===== config.mk =====
export PLATFORM = sky130hd
export DESIGN_NAME = mips_lite_top
export DESIGN_NICKNAME = d
export VERILOG_FILES = /design/src/hdl/mips_lite_pkg.sv /design/src/hdl/instr_fetch_wb.sv /design/src/hdl/id_decode.sv /design/src/hdl/id_operand_sel.sv /design/src/hdl/ex_stage.sv /design/src/hdl/regfile.sv /design/src/hdl/mips_lite_top.sv
export VERILOG_INCLUDE_DIRS = /design/src /design/src/include
export SDC_FILE = /design/constraint.sdc
export NUM_CORES = 2
export LEC_CHECK = 0
export BUFFER_PORTS_ARGS = -buffer_cell sky130_fd_sc_hd__buf_2
export CAP_MARGIN = 10
export CORE_ASPECT_RATIO = 0.9
export CORE_MARGIN = 5
export CORE_UTILIZATION = 39
export CTS_CLUSTER_DIAMETER = 60
export CTS_CLUSTER_SIZE = 24
export DETAILED_ROUTE_END_ITERATION = 7
export PLACE_DENSITY_LB_ADDON = 0.05
export SLEW_MARGIN = 25
export SYNTH_ARGS = -nofsm -noshare
export SYNTH_HDL_FRONTEND = slang
export SYNTH_SLANG_ARGS = --single-unit

===== constraint.sdc =====
create_clock -name clk_i -period 13.15 [get_ports clk_i]
set_clock_uncertainty 0.05 [all_clocks]
set_input_delay 3.2875 -clock clk_i [delete_from_list [all_inputs] [get_ports clk_i]]
set_output_delay 3.2875 -clock clk_i [all_outputs]
set_load 0.005 [all_outputs]

===== src/include/mips_lite_macros.svh =====
`ifndef MIPS_LITE_MACROS_SVH
`define MIPS_LITE_MACROS_SVH

`define MIPS_WORD_W      32
`define MIPS_REG_NUM     32
`define MIPS_REG_ADDR_W  5

// primary opcode field, instr[31:26]
`define OP_SPECIAL  6'b000000
`define OP_ADDIU    6'b001001
`define OP_SLTI     6'b001010
`define OP_SLTIU    6'b001011
`define OP_ANDI     6'b001100
`define OP_ORI      6'b001101
`define OP_XORI     6'b001110
`define OP_LUI      6'b001111

// function field of SPECIAL, instr[5:0]
`define FN_SLL   6'b000000
`define FN_SRL   6'b000010
`define FN_SRA   6'b000011
`define FN_SLLV  6'b000100
`define FN_SRLV  6'b000110
`define FN_SRAV  6'b000111
`define FN_ADDU  6'b100001
`define FN_SUBU  6'b100011
`define FN_AND   6'b100100
`define FN_OR    6'b100101
`define FN_XOR   6'b100110
`define FN_NOR   6'b100111
`define FN_SLT   6'b101010
`define FN_SLTU  6'b101011

`endif


===== src/hdl/mips_lite_pkg.sv =====
`default_nettype none

`include "mips_lite_macros.svh"

package mips_lite_pkg;

    typedef logic [`MIPS_WORD_W-1:0]     word_t;      // data or instruction word
    typedef logic [`MIPS_REG_ADDR_W-1:0] reg_addr_t;  // register index

    // operation carried from decode to execute
    typedef enum logic [3:0] {
        NOP,
        OR,
        AND,
        XOR,
        NOR,
        SLL,
        SRL,
        SRA,
        ADDU,
        SUBU,
        SLT,
        SLTU
    } alu_op_e;

    // decoder output, still holding register indices
    typedef struct packed {
        alu_op_e   alu_op;
        logic      rs_rd_en;     // src1 comes from rs
        logic      rt_rd_en;     // src2 comes from rt
        reg_addr_t rs_addr;
        reg_addr_t rt_addr;
        reg_addr_t dest_addr;
        logic      wr_en;
        word_t     imm;          // extended immediate or shamt
        logic      imm_is_src1;  // fixed shift, imm is the amount
    } decoded_t;

    // operands resolved, ready for the ALU
    typedef struct packed {
        alu_op_e   alu_op;
        word_t     src1;
        word_t     src2;
        reg_addr_t dest_addr;
        logic      wr_en;
    } ex_req_t;

    // one register write, also used as a forwarding source
    typedef struct packed {
        logic      wr_en;
        reg_addr_t dest_addr;
        word_t     result;
    } wb_res_t;

endpackage

`default_nettype wire


===== src/hdl/instr_fetch_wb.sv =====
`timescale 1ns/1ns
`default_nettype none

module instr_fetch_wb (
    input  logic                 clk_i,
    input  logic                 rst_n_i,
    input  logic                 wb_cyc_i,
    input  logic                 wb_stb_i,
    input  logic                 wb_we_i,
    input  mips_lite_pkg::word_t wb_dat_i,
    output logic                 wb_ack_o,
    output mips_lite_pkg::word_t wb_dat_o,
    output mips_lite_pkg::word_t instr_o,
    output logic                 instr_vld_o
);

    logic accept;  // write taken on this edge

    // never stalls, so every strobe is answered at once
    assign wb_ack_o = wb_cyc_i & wb_stb_i & rst_n_i;
    assign accept   = wb_ack_o & wb_we_i;
    assign wb_dat_o = '0;  // nothing readable behind the port

    always_ff @(posedge clk_i) begin
        if (!rst_n_i) begin
            instr_vld_o <= 1'b0;
        end else begin
            instr_vld_o <= accept;  // one decode slot per word
        end
    end

    always_ff @(posedge clk_i) begin
        if (accept) begin
            instr_o <= wb_dat_i;
        end
    end

endmodule

`default_nettype wire


===== src/hdl/id_decode.sv =====
`include "mips_lite_macros.svh"
`timescale 1ns/1ns
`default_nettype none

module id_decode (
    input  mips_lite_pkg::word_t    instr_i,
    input  logic                    instr_vld_i,
    output mips_lite_pkg::decoded_t dec_o
);

    import mips_lite_pkg::*;

    logic [5:0]  op;
    logic [5:0]  fn;
    reg_addr_t   rs;
    reg_addr_t   rt;
    reg_addr_t   rd;
    logic [4:0]  shamt;
    logic [15:0] imm16;
    word_t       imm_zext;
    word_t       imm_sext;
    alu_op_e     r_op;     // SPECIAL function mapped to an operation
    logic        r_fixed;  // sll/srl/sra with shamt field
    logic        known;    // legal, kept encoding

    assign op       = instr_i[31:26];
    assign rs       = instr_i[25:21];
    assign rt       = instr_i[20:16];
    assign rd       = instr_i[15:11];
    assign shamt    = instr_i[10:6];
    assign fn       = instr_i[5:0];
    assign imm16    = instr_i[15:0];
    assign imm_zext = {16'h0000, imm16};
    assign imm_sext = {{16{imm16[15]}}, imm16};

    always_comb begin
        r_fixed = 1'b0;
        case (fn)
            `FN_OR:   r_op = OR;
            `FN_AND:  r_op = AND;
            `FN_XOR:  r_op = XOR;
            `FN_NOR:  r_op = NOR;
            `FN_SLLV: r_op = SLL;
            `FN_SRLV: r_op = SRL;
            `FN_SRAV: r_op = SRA;
            `FN_ADDU: r_op = ADDU;
            `FN_SUBU: r_op = SUBU;
            `FN_SLT:  r_op = SLT;
            `FN_SLTU: r_op = SLTU;
            `FN_SLL: begin
                r_op    = SLL;
                r_fixed = 1'b1;
            end
            `FN_SRL: begin
                r_op    = SRL;
                r_fixed = 1'b1;
            end
            `FN_SRA: begin
                r_op    = SRA;
                r_fixed = 1'b1;
            end
            default: r_op = NOP;  // jr, mult, sync and the rest
        endcase
    end

    always_comb begin
        dec_o             = '0;
        dec_o.alu_op      = NOP;
        dec_o.rs_addr     = rs;
        dec_o.rt_addr     = rt;
        dec_o.dest_addr   = rt;  // I-type writes rt
        known             = 1'b0;

        case (op)
            `OP_SPECIAL: begin
                dec_o.dest_addr = rd;
                // unused field must be zero, as in the full ISA
                if (r_op != NOP && (r_fixed ? (rs == '0) : (shamt == '0))) begin
                    known             = 1'b1;
                    dec_o.alu_op      = r_op;
                    dec_o.rs_rd_en    = ~r_fixed;
                    dec_o.rt_rd_en    = 1'b1;
                    dec_o.imm_is_src1 = r_fixed;
                    dec_o.imm         = r_fixed ? word_t'(shamt) : '0;
                end
            end
            `OP_ORI: begin
                dec_o.alu_op = OR;
                dec_o.imm    = imm_zext;
            end
            `OP_ANDI: begin
                dec_o.alu_op = AND;
                dec_o.imm    = imm_zext;
            end
            `OP_XORI: begin
                dec_o.alu_op = XOR;
                dec_o.imm    = imm_zext;
            end
            `OP_LUI: begin
                dec_o.alu_op = OR;  // 0 | (imm << 16)
                dec_o.imm    = {imm16, 16'h0000};
            end
            `OP_ADDIU: begin
                dec_o.alu_op = ADDU;
                dec_o.imm    = imm_sext;
            end
            `OP_SLTI: begin
                dec_o.alu_op = SLT;
                dec_o.imm    = imm_sext;
            end
            `OP_SLTIU: begin
                dec_o.alu_op = SLTU;  // sign-extended, compared unsigned
                dec_o.imm    = imm_sext;
            end
            default: begin
            end
        endcase

        if (op != `OP_SPECIAL && dec_o.alu_op != NOP) begin
            known          = 1'b1;
            dec_o.rs_rd_en = (op != `OP_LUI);  // lui ignores rs
        end

        dec_o.wr_en = known & instr_vld_i & (dec_o.dest_addr != '0);
    end

endmodule

`default_nettype wire


===== src/hdl/id_operand_sel.sv =====
`timescale 1ns/1ns
`default_nettype none

module id_operand_sel (
    input  logic                    clk_i,
    input  logic                    rst_n_i,
    input  mips_lite_pkg::decoded_t dec_i,
    output mips_lite_pkg::reg_addr_t rf_rs_addr_o,
    output mips_lite_pkg::reg_addr_t rf_rt_addr_o,
    input  mips_lite_pkg::word_t    rf_rs_data_i,
    input  mips_lite_pkg::word_t    rf_rt_data_i,
    input  mips_lite_pkg::wb_res_t  ex_fwd_i,
    input  mips_lite_pkg::wb_res_t  wb_fwd_i,
    output mips_lite_pkg::ex_req_t  req_o
);

    import mips_lite_pkg::*;

    word_t rs_val;
    word_t rt_val;
    word_t src1;
    word_t src2;

    // youngest producer wins; r0 is never taken from a bypass
    function automatic word_t fwd_pick(
        input reg_addr_t addr,
        input word_t     rf_data,
        input wb_res_t   ex_f,
        input wb_res_t   wb_f
    );
        word_t val;
        if (addr == '0) begin
            val = '0;
        end else if (ex_f.wr_en && ex_f.dest_addr == addr) begin
            val = ex_f.result;
        end else if (wb_f.wr_en && wb_f.dest_addr == addr) begin
            val = wb_f.result;  // not yet in the regfile
        end else begin
            val = rf_data;
        end
        return val;
    endfunction

    assign rf_rs_addr_o = dec_i.rs_addr;
    assign rf_rt_addr_o = dec_i.rt_addr;

    assign rs_val = fwd_pick(dec_i.rs_addr, rf_rs_data_i, ex_fwd_i, wb_fwd_i);
    assign rt_val = fwd_pick(dec_i.rt_addr, rf_rt_data_i, ex_fwd_i, wb_fwd_i);

    // fixed shifts put shamt in src1, other immediates go to src2
    assign src1 = dec_i.rs_rd_en    ? rs_val :
                  dec_i.imm_is_src1 ? dec_i.imm : '0;
    assign src2 = dec_i.rt_rd_en    ? rt_val : dec_i.imm;

    always_ff @(posedge clk_i) begin
        if (!rst_n_i) begin
            req_o <= '0;
        end else begin
            req_o.alu_op    <= dec_i.alu_op;
            req_o.src1      <= src1;
            req_o.src2      <= src2;
            req_o.dest_addr <= dec_i.dest_addr;
            req_o.wr_en     <= dec_i.wr_en;
        end
    end

endmodule

`default_nettype wire


===== src/hdl/ex_stage.sv =====
`timescale 1ns/1ns
`default_nettype none

module ex_stage (
    input  logic                   clk_i,
    input  logic                   rst_n_i,
    input  mips_lite_pkg::ex_req_t req_i,
    output mips_lite_pkg::wb_res_t ex_fwd_o,
    output mips_lite_pkg::wb_res_t wb_res_o
);

    import mips_lite_pkg::*;

    logic [4:0] shamt;  // low bits of src1, for both shift forms
    word_t      result;
    logic       lt_s;
    logic       lt_u;

    assign shamt = req_i.src1[4:0];
    assign lt_s  = $signed(req_i.src1) < $signed(req_i.src2);
    assign lt_u  = req_i.src1 < req_i.src2;

    always_comb begin
        case (req_i.alu_op)
            OR:      result = req_i.src1 | req_i.src2;
            AND:     result = req_i.src1 & req_i.src2;
            XOR:     result = req_i.src1 ^ req_i.src2;
            NOR:     result = ~(req_i.src1 | req_i.src2);
            SLL:     result = req_i.src2 << shamt;
            SRL:     result = req_i.src2 >> shamt;
            SRA:     result = $signed(req_i.src2) >>> shamt;  // keeps the sign
            ADDU:    result = req_i.src1 + req_i.src2;        // wraps, no trap
            SUBU:    result = req_i.src1 - req_i.src2;
            SLT:     result = word_t'(lt_s);
            SLTU:    result = word_t'(lt_u);
            default: result = '0;
        endcase
    end

    // bypass for the instruction now in decode
    assign ex_fwd_o.wr_en     = req_i.wr_en;
    assign ex_fwd_o.dest_addr = req_i.dest_addr;
    assign ex_fwd_o.result    = result;

    always_ff @(posedge clk_i) begin
        if (!rst_n_i) begin
            wb_res_o <= '0;
        end else begin
            wb_res_o <= ex_fwd_o;  // write-back record
        end
    end

endmodule

`default_nettype wire


===== src/hdl/regfile.sv =====
`include "mips_lite_macros.svh"
`timescale 1ns/1ns
`default_nettype none

module regfile (
    input  logic                     clk_i,
    input  logic                     rst_n_i,
    input  mips_lite_pkg::reg_addr_t rs_addr_i,
    input  mips_lite_pkg::reg_addr_t rt_addr_i,
    output mips_lite_pkg::word_t     rs_data_o,
    output mips_lite_pkg::word_t     rt_data_o,
    input  mips_lite_pkg::wb_res_t   wr_i
);

    import mips_lite_pkg::*;

    word_t regs [`MIPS_REG_NUM];

    always_ff @(posedge clk_i) begin
        if (!rst_n_i) begin
            for (int i = 0; i < `MIPS_REG_NUM; i++) begin
                regs[i] <= '0;
            end
        end else if (wr_i.wr_en && wr_i.dest_addr != '0) begin
            regs[wr_i.dest_addr] <= wr_i.result;
        end
    end

    // r0 is hardwired
    assign rs_data_o = (rs_addr_i == '0) ? '0 : regs[rs_addr_i];
    assign rt_data_o = (rt_addr_i == '0) ? '0 : regs[rt_addr_i];

endmodule

`default_nettype wire


===== src/hdl/mips_lite_top.sv =====
`timescale 1ns/1ns
`default_nettype none

module mips_lite_top (
    input  logic                     clk_i,
    input  logic                     rst_n_i,
    input  logic                     wb_cyc_i,
    input  logic                     wb_stb_i,
    input  logic                     wb_we_i,
    input  mips_lite_pkg::word_t     wb_dat_i,
    output logic                     wb_ack_o,
    output mips_lite_pkg::word_t     wb_dat_o,
    output logic                     wr_en_o,
    output mips_lite_pkg::reg_addr_t wr_addr_o,
    output mips_lite_pkg::word_t     wr_data_o
);

    import mips_lite_pkg::*;

    word_t     instr;
    logic      instr_vld;
    decoded_t  dec;
    reg_addr_t rf_rs_addr;
    reg_addr_t rf_rt_addr;
    word_t     rf_rs_data;
    word_t     rf_rt_data;
    ex_req_t   ex_req;
    wb_res_t   ex_fwd;
    wb_res_t   wb_res;  // feeds regfile, bypass and the result port

    instr_fetch_wb u_fetch (
        .clk_i       (clk_i),
        .rst_n_i     (rst_n_i),
        .wb_cyc_i    (wb_cyc_i),
        .wb_stb_i    (wb_stb_i),
        .wb_we_i     (wb_we_i),
        .wb_dat_i    (wb_dat_i),
        .wb_ack_o    (wb_ack_o),
        .wb_dat_o    (wb_dat_o),
        .instr_o     (instr),
        .instr_vld_o (instr_vld)
    );

    id_decode u_decode (
        .instr_i     (instr),
        .instr_vld_i (instr_vld),
        .dec_o       (dec)
    );

    id_operand_sel u_opsel (
        .clk_i        (clk_i),
        .rst_n_i      (rst_n_i),
        .dec_i        (dec),
        .rf_rs_addr_o (rf_rs_addr),
        .rf_rt_addr_o (rf_rt_addr),
        .rf_rs_data_i (rf_rs_data),
        .rf_rt_data_i (rf_rt_data),
        .ex_fwd_i     (ex_fwd),
        .wb_fwd_i     (wb_res),
        .req_o        (ex_req)
    );

    ex_stage u_ex (
        .clk_i    (clk_i),
        .rst_n_i  (rst_n_i),
        .req_i    (ex_req),
        .ex_fwd_o (ex_fwd),
        .wb_res_o (wb_res)
    );

    regfile u_rf (
        .clk_i     (clk_i),
        .rst_n_i   (rst_n_i),
        .rs_addr_i (rf_rs_addr),
        .rt_addr_i (rf_rt_addr),
        .rs_data_o (rf_rs_data),
        .rt_data_o (rf_rt_data),
        .wr_i      (wb_res)
    );

    assign wr_en_o   = wb_res.wr_en;
    assign wr_addr_o = wb_res.dest_addr;
    assign wr_data_o = wb_res.result;

endmodule

`default_nettype wire


==> results.yml <==
placement:
  numPortBuffers: 75
  place_congestion: 0.937
  dp_hpwl_um: 168000
  placed_area_mm2: 0.0729
synthesis:
  synth_flop_cell: "edfxtp_1"
  synthArstFlopShare_pct: 0
  netlist_area_mm2: 0.0696
  synth_edf_count: 1056
  ys_seq_elements: 1179
  ys_warn_count: 0
  synth.avg_cell_area_um2: 13.4
  syn_inst: 5199
  ys_seq_area_share_pct: 49.1
  synth_cell_type_count: 94
floorplan:
  die-height_um: 411
  io_pins: 108
  dieArea_mm2: 0.187
  initial_core_util_pct: 39.1
  placementRows: 147
  die_x_um: 455
  fp.coreArea_mm2: 0.178
timing:
  clock.fmax_mhz: 139
  relSlewSlack_pct: 21.5
  finalSetupViolCount: 0
  fin_setup_tns_ps: 0
  worst_slew_pin_slew_ps: 1170
  period_share_pct: 54.7
  rsz0062_at_grt: "no"
  min_period_ps: 7190
  finalHoldViolCount: 0
  drv_slew: 0
clock_tree:
  cts.sinks: 1179
  htreeDepth: 3
  ctsHoldBuffers: 0
  clockBufferDepth: 3
  clk_pin_slew_ps: 70
  cts_made_buffers: 111
  cts_tree: "done"
  post_cts_buffers: 0
  clockRootBuffer: "clkbuf_16"
  postCtsResizedCells: 0
  clock_latency_ps: 780
drt:
  drt-initial-drc-count: 5583
  ant_nets: 0
  finalWirelength_um: 269000
  first_pass_iters: 6
  remaining_drc_errors: 0
  routed_via_density: 6.14
  num_vias: 46500
  post_drt_wl_per_cell_um: 35.6
power:
  leakage_nw: 27.1
  combPwrFrac_pct: 9.8
  p_int_mw: 6.48
  clockPowerShare_pct: 41.4
  ir_drop_mv: 0.103
  sw_frac_of_total_pct: 26.0
  seqPwrFrac_pct: 48.8
  power.density_mw_per_mm2: 114
  p_switching_mw: 2.28
worst_hold_path:
  min_from: "u_fetch.instr_vld_o$_SDFF_PN0_"
  holdPathEnd: "u_opsel.req_o[0]$_SDFF_PN0_"
  min_path_type: "flop to flop"
  min_delay_path_depth: 2
worst_setup_path:
  startpoint_type: "input port"
  r2r_end: "u_opsel.req_o[34]$_SDFF_PN0_"
  critPathArrivalTime_ps: 3850
  path_class: "input port to output pin"
  required_ps: 9810
  r2r_start: "u_opsel.req_o[38]$_SDFF_PN0_"
  rrSetupSlack_ps: 8010
  rr_worst_depth: 13
  worstPathMaxFanout: 13
  endpoint_kind: "output pin"
grt:
  overflow: 0
  grt_pass1_wl_um: 375000
  grt_max_degree: 100
  antenna_found_initial: 27
  grtUsageTotal_pct: 28.5
  grt_pass1_vias: 45800
status:
  status: "complete, no violations"
cells_and_area:
  layout.nets: 5218
  stdcell_area_mm2: 0.0770
  drive_gt1_share_pct: 24.8
  areaGrowthSynthToFinish_pct: 10.6
  post-route-util_pct: 43.3
flow_run:
  max_cap_violations: 0
stage by stage:
| stage | hold WS, ps | std cells | power, mW | worst slack (ps) |
|---|---|---|---|---|
| final | 421 | 7566 | 8.76 | 5960 |
| after floorplan | 378 | 5262 | 4.86 | 6180 |
| after global routing | 460 | 7560 | 9.01 | 5930 |
| after global placement | 391 | 7348 | 5.21 | 5950 |
| after detailed placement | 405 | 7350 | 5.21 | 5950 |
| after CTS | 418 | 7560 | 8.83 | 5950 |
cells in the final DEF, fill, tap and decap left out, drive strengths merged, types with 34 or more instances in the layout:
cell and count:
and2 948, buf 242, dfxtp 123, nand3 37, inv 139, o21ai 165
mux4 682, conb 64, mux2i 124, a211oi 47, edfxtp 1056, a221oi 46
and3 78, nor3 34, nor2 225, clkbuf 121, nand2 243, o211ai 67
clkinv 37, a21oi 172, ha 100
logic make-up after synthesis:
kind of cell | synth area share [%]
AOI/OAI and AO/OA | 6.85
xor gates and xnor gates | 0.390
adders and majority gates | 1.86
buffers and inverters | 3.92
DFF | 49.1
muxes | 24.4
other | 0.00539
and+or+nand+nor | 13.5
how the worst max path moves through the flow:
stage / from / cells after the start / to / slack [ps]
after floorplan: rst_n_i / 2 / wb_ack_o / 6180
after global placement: rst_n_i / 3 / wb_ack_o / 5950
after detailed placement: rst_n_i / 3 / wb_ack_o / 5950
after CTS: rst_n_i / 3 / wb_ack_o / 5950
after global routing: rst_n_i / 3 / wb_ack_o / 5930
final: rst_n_i / 3 / wb_ack_o / 5960
Yosys cell counts (19+ instances only):
library cell / number / share of area [%]
nand3_1: 37 / 0.27
o211ai_1: 67 / 0.72
nor2_1: 223 / 1.2
buf_1: 38 / 0.20
nor3_1: 29 / 0.21
clkbuf_1: 374 / 2.0
dfxtp_1: 123 / 3.5
mux2i_1: 123 / 1.8
xor2_1: 19 / 0.24
a221oi_1: 45 / 0.57
nor2b_1: 25 / 0.22
mux2_2: 30 / 0.49
and2_1: 946 / 8.5
buf_4: 40 / 0.43
and3_1: 78 / 0.70
nand2_1: 241 / 1.3
a211oi_1: 46 / 0.50
mux4_2: 682 / 22
ha_1: 100 / 1.8
a21oi_1: 170 / 1.2
edfxtp_1: 1056 / 46
buf_2: 80 / 0.58
inv_1: 106 / 0.57
o22ai_1: 24 / 0.22
o21ai_0: 158 / 1.1
metal layers:
layer	up-vias	global-route usage, %	wire [µm]	share of wire (%)
met3	440	4.56	18500	6.9
met1	24400	39.3	113000	42
met2	1907	45.9	126000	47
met5	-	0.599	183	0.068
li1	19700	-	-	-
met4	6	9.99	11600	4.3
power groups by stage:
stage,combinational (mW),sequential (mW),clock (mW)
2_1_floorplan,0.547,4.32,0
3_3_place_gp,0.851,4.35,0
3_5_place_dp,0.853,4.36,0
4_1_cts,0.854,4.28,3.70
5_1_grt,0.887,4.29,3.83
6_report,0.856,4.28,3.63
registers in the layout, indices dropped and copies added, names as in the netlist, named ones only:
register,cells
u_fetch.instr_o,32
u_ex.wb_res_o,38
u_rf.regs,1024
u_opsel.req_o,74
u_fetch.instr_vld_o,1
area by class of cell:
class / instances / area, µm²
antenna: 6 / 15.0
clock buffer: 121 / 2890
clock inverter: 89 / 1200
fill: 16100 / 101000
inverter: 110 / 415
multi-input combinational: 3435 / 33600
sequential: 1179 / 34200
tap: 2384 / 2980
timing repair buffer: 242 / 1730
critical path, stage by stage:
cell	delay (ps)
buf_4	230
and3_1	210
buf_2	120
No activity file was read; power rests on OpenSTA's default activity.
